### src/hw/cuPkg.sv
`default_nettype none

package cuPkg;

  typedef logic [5:0] opcodeT;
  typedef logic [5:0] functT;
  typedef logic [2:0] aluOpT;
  typedef logic [1:0] pcSourceT;
  typedef logic [2:0] addrSelT;
  typedef logic [1:0] regDstT;
  typedef logic [1:0] memToRegT;
  typedef logic [1:0] aluSrcBT;

  // ALU operations
  localparam aluOpT ALU_PASS = 3'b000;
  localparam aluOpT ALU_ADD  = 3'b001;
  localparam aluOpT ALU_SUB  = 3'b010;
  localparam aluOpT ALU_AND  = 3'b011;
  localparam aluOpT ALU_SLT  = 3'b111;

  // PC source mux
  localparam pcSourceT PC_ALU    = 2'b00;
  localparam pcSourceT PC_JUMP   = 2'b01;
  localparam pcSourceT PC_VECTOR = 2'b10;
  localparam pcSourceT PC_TARGET = 2'b11;

  // Memory address mux, the last three are trap vectors
  localparam addrSelT ADDR_PC           = 3'b000;
  localparam addrSelT ADDR_ALUOUT       = 3'b001;
  localparam addrSelT ADDR_VEC_ILLEGAL  = 3'b010;
  localparam addrSelT ADDR_VEC_OVERFLOW = 3'b011;
  localparam addrSelT ADDR_VEC_DIVZERO  = 3'b100;

  localparam regDstT DST_RT = 2'b00;
  localparam regDstT DST_RD = 2'b01;
  localparam regDstT DST_RA = 2'b11;

  localparam memToRegT WB_ALU = 2'b00;
  localparam memToRegT WB_MEM = 2'b01;

  localparam aluSrcBT SRCB_REG       = 2'b00;
  localparam aluSrcBT SRCB_IMM       = 2'b01;
  localparam aluSrcBT SRCB_BRANCHOFS = 2'b10;
  localparam aluSrcBT SRCB_FOUR      = 2'b11;

  // Opcodes
  localparam opcodeT OP_RTYPE = 6'h00;
  localparam opcodeT OP_J     = 6'h02;
  localparam opcodeT OP_JAL   = 6'h03;
  localparam opcodeT OP_BEQ   = 6'h04;
  localparam opcodeT OP_BNE   = 6'h05;
  localparam opcodeT OP_ADDI  = 6'h08;
  localparam opcodeT OP_ADDIU = 6'h09;
  localparam opcodeT OP_SLTI  = 6'h0A;
  localparam opcodeT OP_LW    = 6'h23;
  localparam opcodeT OP_SW    = 6'h2B;

  // Funct codes for opcode 0
  localparam functT FUN_JR   = 6'h08;
  localparam functT FUN_MULT = 6'h18;
  localparam functT FUN_DIV  = 6'h1A;
  localparam functT FUN_ADD  = 6'h20;
  localparam functT FUN_SUB  = 6'h22;
  localparam functT FUN_AND  = 6'h24;
  localparam functT FUN_SLT  = 6'h2A;

  typedef enum logic [3:0] {
    CL_ALU_R, CL_ALU_IMM, CL_LOAD, CL_STORE, CL_BRANCH,
    CL_JUMP, CL_JAL, CL_JR, CL_MULDIV, CL_ILLEGAL
  } instrClassT;

  typedef enum logic [5:0] {
    ST_RESET, ST_FETCH, ST_FETCH_WAIT, ST_DECODE,
    ST_ALU_EXEC, ST_ALU_WB,
    ST_MEM_ADDR, ST_LOAD_READ, ST_LOAD_WB, ST_STORE,
    ST_BRANCH, ST_JUMP, ST_JAL_CALC, ST_JAL_LINK, ST_JR_EXEC, ST_JR_PC,
    ST_MULDIV, ST_TRAP_SAVE, ST_TRAP_VECTOR
  } cuStateT;

endpackage

`default_nettype wire

### src/hw/decodeIf.sv
`default_nettype none

interface decodeIf;
  import cuPkg::*;

  instrClassT instrClass;
  aluOpT      aluOp;
  logic       useImm;
  logic       branchOnEqual;
  // Only meaningful for CL_MULDIV
  logic       isDiv;

  modport drive (output instrClass, aluOp, useImm, branchOnEqual, isDiv);

  modport consume (input instrClass, aluOp, useImm, branchOnEqual, isDiv);

endinterface

`default_nettype wire

### src/hw/instrDecoder.sv
`default_nettype none

module instrDecoder (
  input  cuPkg::opcodeT opcode,
  input  cuPkg::functT  funct,
  decodeIf.drive        dec
);
  import cuPkg::*;

  always_comb begin
    dec.instrClass    = CL_ILLEGAL;
    dec.aluOp         = ALU_ADD;
    dec.useImm        = 1'b0;
    dec.branchOnEqual = 1'b0;
    dec.isDiv         = 1'b0;

    case (opcode)
      OP_RTYPE: begin
        case (funct)
          FUN_ADD: dec.instrClass = CL_ALU_R;
          FUN_SUB: begin
            dec.instrClass = CL_ALU_R;
            dec.aluOp      = ALU_SUB;
          end
          FUN_AND: begin
            dec.instrClass = CL_ALU_R;
            dec.aluOp      = ALU_AND;
          end
          FUN_SLT: begin
            dec.instrClass = CL_ALU_R;
            dec.aluOp      = ALU_SLT;
          end
          FUN_JR:   dec.instrClass = CL_JR;
          FUN_MULT: dec.instrClass = CL_MULDIV;
          FUN_DIV: begin
            dec.instrClass = CL_MULDIV;
            dec.isDiv      = 1'b1;
          end
          default: dec.instrClass = CL_ILLEGAL;
        endcase
      end
      OP_ADDI, OP_ADDIU: begin
        dec.instrClass = CL_ALU_IMM;
        dec.useImm     = 1'b1;
      end
      OP_SLTI: begin
        dec.instrClass = CL_ALU_IMM;
        dec.aluOp      = ALU_SLT;
        dec.useImm     = 1'b1;
      end
      // Address is base plus offset for both
      OP_LW: dec.instrClass = CL_LOAD;
      OP_SW: dec.instrClass = CL_STORE;
      OP_BEQ: begin
        dec.instrClass    = CL_BRANCH;
        dec.aluOp         = ALU_SUB;
        dec.branchOnEqual = 1'b1;
      end
      OP_BNE: begin
        dec.instrClass = CL_BRANCH;
        dec.aluOp      = ALU_SUB;
      end
      OP_J:    dec.instrClass = CL_JUMP;
      OP_JAL:  dec.instrClass = CL_JAL;
      default: dec.instrClass = CL_ILLEGAL;
    endcase
  end

endmodule

`default_nettype wire

### src/hw/mainSequencer.sv
`default_nettype none

module mainSequencer (
  input  logic           clk,
  input  logic           reset_in,
  decodeIf.consume       dec,
  input  logic           overflow,
  input  logic           divZero,
  input  logic           mulDivDone,
  output logic           mulDivStart,
  output logic           mulDivIsDivReq,
  output cuPkg::cuStateT state,
  output cuPkg::addrSelT trapVector,
  output cuPkg::aluOpT   aluOpHeld,
  output logic           useImmHeld,
  output logic           branchOnEqualHeld
);
  import cuPkg::*;

  cuStateT stateNext;
  logic    isDivHeld;
  logic    isStoreHeld;
  // High in the first ST_MULDIV cycle only
  logic    mulDivFirst;

  always_comb begin
    stateNext   = state;
    mulDivStart = 1'b0;

    case (state)
      ST_RESET:      stateNext = ST_FETCH;
      ST_FETCH:      stateNext = ST_FETCH_WAIT;
      ST_FETCH_WAIT: stateNext = ST_DECODE;
      ST_DECODE: begin
        case (dec.instrClass)
          CL_ALU_R, CL_ALU_IMM: stateNext = ST_ALU_EXEC;
          CL_LOAD, CL_STORE:    stateNext = ST_MEM_ADDR;
          CL_BRANCH:            stateNext = ST_BRANCH;
          CL_JUMP:              stateNext = ST_JUMP;
          CL_JAL:               stateNext = ST_JAL_CALC;
          CL_JR:                stateNext = ST_JR_EXEC;
          CL_MULDIV:            stateNext = ST_MULDIV;
          default:              stateNext = ST_TRAP_SAVE;
        endcase
      end
      ST_ALU_EXEC:  stateNext = ST_ALU_WB;
      ST_ALU_WB:    stateNext = overflow ? ST_TRAP_SAVE : ST_FETCH;
      ST_MEM_ADDR:  stateNext = isStoreHeld ? ST_STORE : ST_LOAD_READ;
      ST_LOAD_READ: stateNext = ST_LOAD_WB;
      ST_LOAD_WB:   stateNext = ST_FETCH;
      ST_STORE:     stateNext = ST_FETCH;
      ST_BRANCH:    stateNext = ST_FETCH;
      ST_JUMP:      stateNext = ST_FETCH;
      ST_JAL_CALC:  stateNext = ST_JAL_LINK;
      ST_JAL_LINK:  stateNext = ST_JUMP;
      ST_JR_EXEC:   stateNext = ST_JR_PC;
      ST_JR_PC:     stateNext = ST_FETCH;
      ST_MULDIV: begin
        if (mulDivFirst) begin
          // Divide by zero never reaches the unit
          if (isDivHeld && divZero) begin
            stateNext = ST_TRAP_SAVE;
          end else begin
            mulDivStart = 1'b1;
          end
        end else if (mulDivDone) begin
          stateNext = ST_FETCH;
        end
      end
      ST_TRAP_SAVE:   stateNext = ST_TRAP_VECTOR;
      ST_TRAP_VECTOR: stateNext = ST_FETCH;
      default:        stateNext = ST_FETCH;
    endcase
  end

  always_ff @(posedge clk) begin
    if (reset_in) begin
      state       <= ST_RESET;
      mulDivFirst <= 1'b0;
      trapVector  <= ADDR_VEC_ILLEGAL;
    end else begin
      state       <= stateNext;
      mulDivFirst <= (state == ST_DECODE) && (stateNext == ST_MULDIV);
      // Trap cause follows from where the trap was taken
      if (stateNext == ST_TRAP_SAVE) begin
        case (state)
          ST_ALU_WB: trapVector <= ADDR_VEC_OVERFLOW;
          ST_MULDIV: trapVector <= ADDR_VEC_DIVZERO;
          default:   trapVector <= ADDR_VEC_ILLEGAL;
        endcase
      end
    end
  end

  // Instruction fields kept for the execute states
  always_ff @(posedge clk) begin
    if (state == ST_DECODE) begin
      aluOpHeld         <= dec.aluOp;
      useImmHeld        <= dec.useImm;
      branchOnEqualHeld <= dec.branchOnEqual;
      isDivHeld         <= dec.isDiv;
      isStoreHeld       <= (dec.instrClass == CL_STORE);
    end
  end

  assign mulDivIsDivReq = isDivHeld;

endmodule

`default_nettype wire

### src/hw/controlEncoder.sv
`default_nettype none

module controlEncoder (
  input  cuPkg::cuStateT   state,
  input  cuPkg::addrSelT   trapVector,
  input  cuPkg::aluOpT     aluOpHeld,
  input  logic             useImmHeld,
  input  logic             branchOnEqualHeld,
  output logic             pcWrite,
  output logic             pcWriteCond,
  output logic             branchOnEqual,
  output cuPkg::pcSourceT  pcSource,
  output cuPkg::addrSelT   iorD,
  output logic             memRead,
  output logic             memWrite,
  output logic             irWrite,
  output logic             regWrite,
  output cuPkg::regDstT    regDst,
  output cuPkg::memToRegT  memToReg,
  output logic             aluSrcA,
  output cuPkg::aluSrcBT   aluSrcB,
  output cuPkg::aluOpT     aluOp
);
  import cuPkg::*;

  always_comb begin
    pcWrite       = 1'b0;
    pcWriteCond   = 1'b0;
    branchOnEqual = 1'b0;
    pcSource      = PC_ALU;
    iorD          = ADDR_PC;
    memRead       = 1'b0;
    memWrite      = 1'b0;
    irWrite       = 1'b0;
    regWrite      = 1'b0;
    regDst        = DST_RT;
    memToReg      = WB_ALU;
    aluSrcA       = 1'b0;
    aluSrcB       = SRCB_REG;
    aluOp         = ALU_PASS;

    case (state)
      // PC+4 goes straight back into the PC
      ST_FETCH: begin
        memRead = 1'b1;
        irWrite = 1'b1;
        pcWrite = 1'b1;
        aluSrcB = SRCB_FOUR;
        aluOp   = ALU_ADD;
      end
      // Branch target lands in ALUOut
      ST_DECODE: begin
        aluSrcB = SRCB_BRANCHOFS;
        aluOp   = ALU_ADD;
      end
      ST_ALU_EXEC: begin
        aluSrcA = 1'b1;
        aluSrcB = useImmHeld ? SRCB_IMM : SRCB_REG;
        aluOp   = aluOpHeld;
      end
      ST_ALU_WB: begin
        regWrite = 1'b1;
        regDst   = useImmHeld ? DST_RT : DST_RD;
      end
      ST_MEM_ADDR: begin
        aluSrcA = 1'b1;
        aluSrcB = SRCB_IMM;
        aluOp   = ALU_ADD;
      end
      ST_LOAD_READ: begin
        memRead = 1'b1;
        iorD    = ADDR_ALUOUT;
      end
      ST_LOAD_WB: begin
        regWrite = 1'b1;
        memToReg = WB_MEM;
      end
      ST_STORE: begin
        memWrite = 1'b1;
        iorD     = ADDR_ALUOUT;
      end
      // Compare by subtraction, target taken from ALUOut
      ST_BRANCH: begin
        pcWriteCond   = 1'b1;
        branchOnEqual = branchOnEqualHeld;
        pcSource      = PC_TARGET;
        aluSrcA       = 1'b1;
        aluOp         = ALU_SUB;
      end
      ST_JAL_CALC: begin
        aluSrcB = SRCB_FOUR;
        aluOp   = ALU_ADD;
      end
      ST_JAL_LINK: begin
        regWrite = 1'b1;
        regDst   = DST_RA;
      end
      ST_JUMP: begin
        pcWrite  = 1'b1;
        pcSource = PC_JUMP;
      end
      ST_JR_EXEC: aluSrcA = 1'b1;
      ST_JR_PC: begin
        pcWrite  = 1'b1;
        pcSource = PC_TARGET;
      end
      ST_TRAP_VECTOR: begin
        memRead  = 1'b1;
        iorD     = trapVector;
        pcWrite  = 1'b1;
        pcSource = PC_VECTOR;
      end
      // Reset, fetch wait, mul/div wait and trap save drive nothing
      default: ;
    endcase
  end

endmodule

`default_nettype wire

### src/hw/mulDivHandshake.sv
`default_nettype none

module mulDivHandshake (
  input  logic clk,
  input  logic reset_in,
  input  logic start,
  input  logic isDiv,
  output logic done,
  output logic mulDivReq,
  output logic mulDivIsDiv,
  input  logic mulDivAck
);

  typedef enum logic [1:0] {
    HS_IDLE,
    HS_WAIT_ACK,
    HS_WAIT_RELEASE
  } hsStateT;

  hsStateT hsState;
  logic    isDivLatched;

  always_ff @(posedge clk) begin
    if (reset_in) begin
      hsState <= HS_IDLE;
    end else begin
      case (hsState)
        HS_IDLE:         if (start) hsState <= HS_WAIT_ACK;
        HS_WAIT_ACK:     if (mulDivAck) hsState <= HS_WAIT_RELEASE;
        HS_WAIT_RELEASE: if (!mulDivAck) hsState <= HS_IDLE;
        default:         hsState <= HS_IDLE;
      endcase
    end
  end

  always_ff @(posedge clk) begin
    if (start && (hsState == HS_IDLE)) begin
      isDivLatched <= isDiv;
    end
  end

  // Request straight from the state register
  assign mulDivReq   = (hsState == HS_WAIT_ACK);
  assign mulDivIsDiv = isDivLatched;
  assign done        = (hsState == HS_WAIT_RELEASE) && !mulDivAck;

endmodule

`default_nettype wire

### src/hw/controlUnit.sv
`default_nettype none

module controlUnit (
  input  logic             clk,
  input  logic             reset_in,
  input  cuPkg::opcodeT    opcode,
  input  cuPkg::functT     funct,
  input  logic             overflow,
  input  logic             divZero,
  input  logic             mulDivAck,
  output logic             mulDivReq,
  output logic             mulDivIsDiv,
  output logic             pcWrite,
  output logic             pcWriteCond,
  output logic             branchOnEqual,
  output cuPkg::pcSourceT  pcSource,
  output cuPkg::addrSelT   iorD,
  output logic             memRead,
  output logic             memWrite,
  output logic             irWrite,
  output logic             regWrite,
  output cuPkg::regDstT    regDst,
  output cuPkg::memToRegT  memToReg,
  output logic             aluSrcA,
  output cuPkg::aluSrcBT   aluSrcB,
  output cuPkg::aluOpT     aluOp
);
  import cuPkg::*;

  cuStateT state;
  addrSelT trapVector;
  aluOpT   aluOpHeld;
  logic    useImmHeld;
  logic    branchOnEqualHeld;
  logic    mulDivStart;
  logic    mulDivIsDivReq;
  logic    mulDivDone;

  decodeIf decBus ();

  instrDecoder decoder_i (
    .opcode (opcode),
    .funct  (funct),
    .dec    (decBus.drive)
  );

  mainSequencer sequencer_i (
    .clk               (clk),
    .reset_in          (reset_in),
    .dec               (decBus.consume),
    .overflow          (overflow),
    .divZero           (divZero),
    .mulDivDone        (mulDivDone),
    .mulDivStart       (mulDivStart),
    .mulDivIsDivReq    (mulDivIsDivReq),
    .state             (state),
    .trapVector        (trapVector),
    .aluOpHeld         (aluOpHeld),
    .useImmHeld        (useImmHeld),
    .branchOnEqualHeld (branchOnEqualHeld)
  );

  controlEncoder encoder_i (
    .state             (state),
    .trapVector        (trapVector),
    .aluOpHeld         (aluOpHeld),
    .useImmHeld        (useImmHeld),
    .branchOnEqualHeld (branchOnEqualHeld),
    .pcWrite           (pcWrite),
    .pcWriteCond       (pcWriteCond),
    .branchOnEqual     (branchOnEqual),
    .pcSource          (pcSource),
    .iorD              (iorD),
    .memRead           (memRead),
    .memWrite          (memWrite),
    .irWrite           (irWrite),
    .regWrite          (regWrite),
    .regDst            (regDst),
    .memToReg          (memToReg),
    .aluSrcA           (aluSrcA),
    .aluSrcB           (aluSrcB),
    .aluOp             (aluOp)
  );

  mulDivHandshake handshake_i (
    .clk         (clk),
    .reset_in    (reset_in),
    .start       (mulDivStart),
    .isDiv       (mulDivIsDivReq),
    .done        (mulDivDone),
    .mulDivReq   (mulDivReq),
    .mulDivIsDiv (mulDivIsDiv),
    .mulDivAck   (mulDivAck)
  );

endmodule

`default_nettype wire

### config.mk
export PLATFORM = sky130hd
export DESIGN_NAME = controlUnit
export DESIGN_NICKNAME = d
export VERILOG_FILES = /design/src/hw/cuPkg.sv /design/src/hw/decodeIf.sv /design/src/hw/instrDecoder.sv /design/src/hw/mainSequencer.sv /design/src/hw/controlEncoder.sv /design/src/hw/mulDivHandshake.sv /design/src/hw/controlUnit.sv
export SDC_FILE = /design/constraint.sdc
export NUM_CORES = 1
export LEC_CHECK = 0
export BUFFER_PORTS_ARGS = -buffer_cell sky130_fd_sc_hd__buf_2
export CORE_MARGIN = 2
export CORE_UTILIZATION = 29
export CTS_BUF_LIST = sky130_fd_sc_hd__clkbuf_16
export DETAILED_ROUTE_END_ITERATION = 7
export GPL_TIMING_DRIVEN = 0
export PLACE_DENSITY = 0.54
export SYNTH_ARGS = -nofsm -noshare
export SYNTH_HDL_FRONTEND = slang
export SYNTH_HIERARCHICAL = 1
export SYNTH_SLANG_ARGS = --single-unit
### constraint.sdc
create_clock -name clk -period 8.7 [get_ports clk]
set_clock_uncertainty 0.2 [all_clocks]
set_input_delay 2.175 -clock clk [delete_from_list [all_inputs] [get_ports clk]]
set_output_delay 2.175 -clock clk [all_outputs]
set_load 0.005 [all_outputs]
==> key figures, run 1 <==
Status
  • Status: finished clean

STA
  • Max-slew headroom: 51.5%
  • Fin crit period: 4830 ps
  • RSZ-0062 raised after global routing: false
  • Fmax: slightly above 0.2 GHz
  • Setup TNS: 0 ps
  • # setup viols final: 0
  • Final Hold Violating Endpoints: 0
  • Slew Limit Fails: 0
  • Slew at the pin closest to its max-slew limit: slightly above 700 ps
  • Crit share post-route: between 50% and 60%

Floorplanning
  • Die Width: 81.8 um
  • Row count: 28
  • Die area: 6690 um2
  • Core area: 5890 um2
  • Die height: roughly 80 um
  • Initial core utilization: 29.8%
  • I/O Pins: between 40 and 50

Clock network
  • CTS max path bufs: 2
  • Root Driver: clkbuf_16
  • Post-CTS sizing: 0
  • H-tree depth: 1
  • TritonCTS clock tree: done
  • Hold_buf cts: 0
  • Post-CTS setup buffers: 0
  • Total CTS buffers: 3
  • Clk sink count: 20
  • CTS clock-pin slew for the worst setup and hold paths: ~50 ps
  • Clk_lat worst skew: 250 ps

Power and ir drop
  • Leak Pwr: roughly 0.81 nW
  • Max IR drop VDD: 0.0707 mV
  • Pwr dens: 110 nW/um2

Setup path
  • Critical-path maximum fanout: 6
  • Critical Path Stages: 11
  • Critical Path End: sequencer_i/trapVector[1]$_SDFFE_PP1N_
  • Required time worst endpoint: around 8600 ps
  • Setup crit start: funct[3]
  • Worst path arrival time: 4750 ps
  • Reg2Reg Depth: 7
  • Max stage delay on crit path: between 500 and 600 ps
  • Crit path buffers/inverters: 1
  • Slowest cell on crit path: a211oi_1
  • CP endpoint kind: flip-flop
  • Reg2Reg Capture Point: sequencer_i/mulDivFirst$_SDFF_PP0_
  • CP top delay family: compound AO/OA/AOI/OAI gates
  • RR Startpoint: sequencer_i/state[1]$_SDFF_PP0_
  • Startpoint Class: input port
  • Reg-to-reg slack, setup: around 6200 ps
  • Critical path class: input port to flip-flop
  • Critical path, cell by cell: buf_2, nor3b_1, and3_1, nor3_1, a211oi_1, nor2b_1, o21ai_0, a31oi_2, o311ai_2, a211oi_2, a31oi_1

Global routing
  • GRT overflow: 0
  • Vias in the first global route: 1437
  • Initial antenna violation count: 0
  • Largest net degree at the start of global routing: 15
  • All-layer global routing usage: around 12%
  • First-pass GRT wire length: about 6.7 mm

Place
  • RePlAce Congestion: 0.781
  • Port bufs: 37
  • DP Area: 2030 um2
  • Detailed placer's ending HPWL: between 3 and 4 mm

Detailed routing
  • Starting DRT DRC Count: 126
  • Number of detailed-route iterations in the first pass: 5
  • Drt drc: 0
  • Routed Antenna Nets: 0
  • WL/cell: between 10 and 15 um
  • Vias: 1670
  • Vias per inst: just over 5
  • Final WL: between 4 and 5 mm

Synthesis
  • Cell taking the most area after synthesis: dfxtp_1
  • Sequential share of the synthesized area: 27.4%
  • Number of synthesized flops with an enable pin: 8
  • Post-synth ARST share: 0%
  • Syn Area/Cell: 8.13 um2
  • #FFs+latches synth: 20
  • Unique masters post-synth: 67
  • Prevailing post-synth register cell: dfxtp_1
  • Synth area leaders: dfxtp_1 (14%), edfxtp_1 (14%), nor2_1 (5.6%), a21oi_1 (3.4%), nor3_1 (3.4%)
  • Post-synthesis cell area: 1760 um2
  • Mapped Nets: about 230
  • Synth top area share: 13.7%
  • Post-Syn Instances: about 220
  • Syn. warnings: 6

Run
  • Max-cap viol count: 0

Layout
  • Area Overhead vs Synth: 20.4%
  • Share of layout cells above drive strength 1: between 20 and 30%
  • Nets: between 200 and 300
  • Diode count: 0
  • Final instance area: 2110 um2

Worst hold path
  • Hold WC Path Type: flip-flop to flip-flop
[synth_stat cells (3+ instances only)]
library cell	number
a211oi_1	4
a21oi_1	12
a31oi_1	5
and2_1	3
and3_1	4
buf_2	5
buf_4	4
dfxtp_1	12
edfxtp_1	8
inv_1	8
nand2_1	14
nand2b_1	9
nand3_1	4
nand3b_1	3
nor2_1	26
nor2b_1	7
nor3_1	12
nor3b_1	3
nor4_1	5
o21ai_0	7
or3_1	3
xnor2_1	3
[cell type report]
cell class,instances,area [um2]
Fill cell,634,3770
Multi-Input combinational cell,175,1150
Sequential cell,20,480
Timing Repair Buffer,37,185
Tap cell,75,93.8
Buffer,13,91.3
Clock buffer,3,75.1
Inverter,8,30.0
Clock inverter,1,3.75
[worst min-delay path by stage]
stage | slack [ps] | from | cells after the start | endpoint
2_1_floorplan | 250 | sequencer_i/trapVector[0]$_SDFFE_PP0N_ | 2 | sequencer_i/trapVector[0]$_SDFFE_PP0N_
3_3_place_gp | 280 | sequencer_i/trapVector[2]$_SDFFE_PP0N_ | 1 | sequencer_i/trapVector[2]$_SDFFE_PP0N_
3_5_place_dp | 280 | sequencer_i/trapVector[0]$_SDFFE_PP0N_ | 2 | sequencer_i/trapVector[0]$_SDFFE_PP0N_
4_1_cts | 290 | sequencer_i/trapVector[0]$_SDFFE_PP0N_ | 2 | sequencer_i/trapVector[0]$_SDFFE_PP0N_
5_1_grt | 330 | sequencer_i/trapVector[0]$_SDFFE_PP0N_ | 2 | sequencer_i/trapVector[0]$_SDFFE_PP0N_
6_report | 280 | sequencer_i/trapVector[2]$_SDFFE_PP0N_ | 1 | sequencer_i/trapVector[2]$_SDFFE_PP0N_
[worst reg2reg max path, cell delays in order, from the launching register on]
cell and delay, ps:
dfxtp_1 480, buf_4 230, nand2_1 130, nor4_4 560, nor2b_1 260, a2bb2oi_1 110
and3_1 220, and3_1 180
[where the power goes]
group	switching, mW	leakage, nW	total (mW)	internal (mW)
clock	0.0321	0.0412	0.0934	0.0613
combinational	0.0224	0.579	0.0390	0.0166
sequential	0.00203	0.185	0.100	0.0981
[layout by cell type (no fill, tap or decap), types with 3 or more instances in the layout]
master,instances
a211oi_1,4
a21oi_1,12
a31oi_1,5
and2_1,3
and3_1,4
buf_2,42
buf_4,4
clkbuf_16,3
dfxtp_1,12
edfxtp_1,8
inv_1,8
nand2_1,14
nand2b_1,9
nand3_1,4
nand3b_1,3
nor2_1,26
nor2b_1,7
nor3_1,12
nor3b_1,3
nor4_1,5
o21ai_0,7
or3_1,3
xnor2_1,3
[layer usage]
layer	up-vias	share of wire, %	track usage, %
met5	-	0	0
met4	0	0.83	4.50
met3	2	4.7	0.659
met2	38	48	20.8
met1	759	46	16.9
li1	871	-	-
[flip-flops by register name (all words and copies together), names as in the netlist]
name / count
sequencer_i/isStoreHeld: 1
sequencer_i/trapVector: 3
sequencer_i/branchOnEqualHeld: 1
handshake_i/hsState: 2
sequencer_i/state: 6
sequencer_i/mulDivFirst: 1
sequencer_i/useImmHeld: 1
sequencer_i/mulDivIsDivReq: 1
sequencer_i/aluOpHeld: 3
handshake_i/mulDivIsDiv: 1
[stage by stage]
step	hold slack [ps]	total power, mW	std cells	worst slack, ps	utilization [%]
finish	285	0.233	332	3870	35.9
global route	328	0.244	332	3530	35.9
CTS	291	0.235	332	3850	35.9
detailed placement	281	0.141	328	3610	34.6
global placement	280	0.141	328	3600	34.6
floorplan	248	0.128	216	3990	-
[cell families after synthesis]
kind of cell           count (synthesis)  share of synthesized area [%]
XOR/XNOR                               4                           2.00
multiplexers                           2                           1.14
flip-flops                            20                           27.4
other                                  2                          0.428
AO/OA/AOI/OAI                         52                           22.6
AND/OR/NAND/NOR                      115                           39.6
buffers and inverters                 21                           6.91
Note: power is estimated with default switching activity, not from simulation.
==> run 2: changes to the inputs <==
--- a/config.mk
+++ b/config.mk
@@ -5,6 +5,7 @@
 export SDC_FILE = /design/constraint.sdc
 export NUM_CORES = 1
 export LEC_CHECK = 0
+export ABC_AREA = 1
 export BUFFER_PORTS_ARGS = -buffer_cell sky130_fd_sc_hd__buf_2
 export CORE_MARGIN = 2
 export CORE_UTILIZATION = 29
==> constraint.sdc (replaced) <==
create_clock -name clk -period 4.61 [get_ports clk]
set_clock_uncertainty 0.2 [all_clocks]
set_input_delay 1.1525 -clock clk [delete_from_list [all_inputs] [get_ports clk]]
set_output_delay 1.1525 -clock clk [all_outputs]
set_load 0.005 [all_outputs]
==> key figures, run 2 <==
Status
  • Status: finished clean

Detailed routing
  • Met2 WL: 1.83 mm (-7.5%)
  • Vias per inst: 4.34 (-14%)
  • Vias: 1757 (+5.2%)
  • Routed Antenna Nets: 0 (unchanged)
  • Number of detailed-route iterations in the first pass: 4 (-1)
  • Top Layer Used: met4
  • Final WL: 3.94 mm (-3.8%)
  • M1 wire length: 1.89 mm (-0.42%)
  • Starting DRT DRC Count: 59 (-53%)
  • Met3 routed WL: 166 um (-14%)
  • WL/cell: 9.74 um (-21%)
  • Drt drc: 0 (unchanged)

Layout
  • Area Overhead vs Synth: 20.9%
  • # fillers: 665 (+4.9%)
  • Largest registers: sequencer_i/state x6, sequencer_i/aluOpHeld x3, sequencer_i/trapVector x3
  • Commonest cells after routing, fill and taps aside: nand2_1 (60), inv_1 (53), nor2_1 (52), buf_2 (39), nand3_1 (36)
  • Final instance area: 2120 um2 (+0.53%)
  • Largest Register: sequencer_i/state
  • Nets: 348 (+27%)
  • FF/Latch Area: 480 um2 (unchanged)
  • Area of the multi-input gates: 1030 um2 (-11%)
  • Leading cell type in the layout, fill and taps excluded: nand2_1
  • Share of layout cells above drive strength 1: 26.7% (-1.7 points)
  • Max FFs per register: 6 (unchanged)
  • Diode count: 0 (unchanged)
  • Post-route insts no fill: 405 (+22%)

Place
  • Inst Count DP: 401 (+22%)
  • Detailed placer's ending HPWL: 3.28 mm (+2.7%)
  • DP Area: 2050 um2 (+0.55%)
  • Port bufs: 39 (+5.4%)
  • RePlAce Congestion: 0.811 (+3.8%)

Synthesis
  • Cell taking the most area after synthesis: dfxtp_1
  • Prevailing post-synth register cell: dfxtp_1
  • Unique masters post-synth: 31 (-54%)
  • Commonest cells post-synth: nand2_1 (60), inv_1 (53), nor2_1 (52)
  • Mapped Nets: 304 (+30%)
  • Synth area leaders: dfxtp_1 (14%), edfxtp_1 (14%), nand2_1 (13%), inv_1 (11%), nor2_1 (11%)
  • Syn. warnings: 6 (unchanged)
  • Post-synthesis cell area: 1760 um2 (about the same)
  • Synth top area share: 13.7% (about the same)
  • Sequential share of the synthesized area: 27.4% (about the same)
  • Count leader, synth: nand2_1
  • Post-synth ARST share: 0% (unchanged)
  • Syn Area/Cell: 6.12 um2 (-25%)
  • Post-Syn Instances: 287 (+33%)
  • #FFs+latches synth: 20 (unchanged)
  • Number of synthesized flops with an enable pin: 8 (unchanged)

Clock network
  • Clk sink count: 20 (unchanged)
  • TritonCTS clock tree: done
  • CTS max path bufs: 2 (unchanged)
  • Post-CTS sizing: 0 (unchanged)
  • Hold_buf cts: 0 (unchanged)
  • Total CTS buffers: 3 (unchanged)
  • Root Driver: clkbuf_16
  • CTS clock-pin slew for the worst setup and hold paths: 60 ps (about the same)
  • H-tree depth: 1 (unchanged)
  • Clk_lat worst skew: 260 ps (about the same)
  • Post-CTS setup buffers: 0 (unchanged)

Power and ir drop
  • Tot Pwr: 0.441 mW (+89%)
  • Pwr dens: 207 nW/um2 (+88%)
  • Max IR drop VDD: 0.121 mV (+71%)
  • Leak Pwr: 1.21 nW (+50%)

Setup path
  • Reg2Reg Depth: 9 (+2)
  • Critical-path maximum fanout: 10 (+4)
  • Worst path arrival time: 1550 ps (-3200 ps)
  • Required time worst endpoint: 3260 ps (-5360 ps)
  • Critical path class: flip-flop to output pin
  • Reg-to-reg slack, setup: 2700 ps (-3540 ps)
  • Startpoint Class: flip-flop
  • Reg2Reg Capture Point: sequencer_i/trapVector[0]$_SDFFE_PP0N_
  • CP endpoint kind: output pin
  • RR Startpoint: sequencer_i/state[0]$_SDFF_PP0_

Worst hold path
  • Hold WC Path Type: flip-flop to flip-flop
  • WHS Path Cells: 2 (+1)
  • Hold Startpoint: sequencer_i/trapVector[1]$_SDFFE_PP1N_
  • Hold EP: sequencer_i/trapVector[1]$_SDFFE_PP1N_

STA
  • Slew Limit Fails: 0 (unchanged)
  • Fmax: around 0.34 GHz
  • Hold Slack: 258 ps (-26.6 ps)
  • Final Hold Violating Endpoints: 0 (unchanged)
  • Crit share post-route: between 60% and 70%
  • Setup TNS: 0 ps (unchanged)
  • RSZ-0062 raised after global routing: false
  • # setup viols final: 0 (unchanged)
  • Fin crit period: around 2900 ps

Global routing
  • GRT overflow: 0 (unchanged)
  • All-layer global routing usage: 12.6% (+0.20 points)
  • First-pass GRT wire length: 6.69 mm (+0.63%)
  • Initial antenna violation count: 0 (unchanged)
  • Largest net degree at the start of global routing: 12 (-3)
  • Vias in the first global route: 1552 (+8.0%)

Run
  • Max-cap viol count: 0 (unchanged)

Floorplanning
  • Die height: 81.8 um (about the same)
  • Die area: 6700 um2 (about the same)
  • Initial core utilization: 29.8% (about the same)
  • I/O Pins: 41 (unchanged)
  • Die Width: 81.8 um (about the same)
  • Row count: 28 (unchanged)
  • Core area: 5890 um2 (unchanged)
[run 2: cell count changes after synthesis, sizes merged, moves of 8 or more]
| cell | change |
|---|---|
| nor3 | -10 |
| nand3 | +39 |
| a21oi | -10 |
| nor2b | -8 |
| inv | +52 |
| nor2 | +41 |
| nand2b | -10 |
| buf | -9 |
| nand2 | +54 |
[run 2: how the worst max path moves through the flow]
stage | start | end | cells after the start
finish | sequencer_i/state[2]$_SDFF_PP0_ | aluOp[0] | 7
global route | opcode[4] | sequencer_i/mulDivFirst$_SDFF_PP0_ | 14
CTS | sequencer_i/state[2]$_SDFF_PP0_ | aluOp[0] | 7
detailed placement | opcode[4] | sequencer_i/trapVector[0]$_SDFFE_PP0N_ | 15
global placement | opcode[4] | sequencer_i/mulDivFirst$_SDFF_PP0_ | 14
floorplan | opcode[4] | sequencer_i/trapVector[0]$_SDFFE_PP0N_ | 14
[run 2: routing by layer]
layer,track usage [%],vias up
met3,1.43,5
met4,4.50,0
met1,16.9,755
met5,0,-
li1,-,962
met2,20.9,35
[run 2: logic make-up after synthesis]
family	count (synthesis)	synth area share [%]
flip-flops	20	27.4
AND/OR/NAND/NOR	190	53.5
buffers and inverters	63	14.0
AO/OA/AOI/OAI	12	4.77
other	2	0.428
[run 2: power by group]
part | switching (mW) | internal, mW | total, mW | leakage [nW]
Combinational | 0.0422 | 0.0243 | 0.0665 | 1.01
Clock | 0.0660 | 0.116 | 0.182 | 0.0412
Sequential | 0.00588 | 0.186 | 0.192 | 0.159
Total | 0.114 | 0.326 | 0.441 | 1.21
[run 2: worst max-delay path, stage by stage (launching register included)]
cell and delay, ps:
dfxtp_1 580, inv_1 120, nor2_2 160, nand2_2 80
nor2_4 120, nand2_1 70, nand2_1 60, buf_2 100
[run 2: through the flow]
| step | worst slack, ps | util, % |
|---|---|---|
| floorplan | 1900 | - |
| global placement | 1480 | 34.8 |
| detailed placement | 1490 | 34.8 |
| CTS | 1680 | 36.1 |
| global route | 1470 | 36.1 |
| finish | 1710 | 36.1 |
[run 2: area by class of cell]
| type | instances | area share, % |
|---|---|---|
| sequential | 20 | 22.6 |
| timing repair buffer | 39 | 9.19 |
| tap | 75 | 4.42 |
| multi-input combinational | 204 | 48.5 |
| clock inverter | 1 | 0.177 |
| inverter | 61 | 10.8 |
| clock buffer | 3 | 3.53 |
| buffer | 2 | 0.707 |
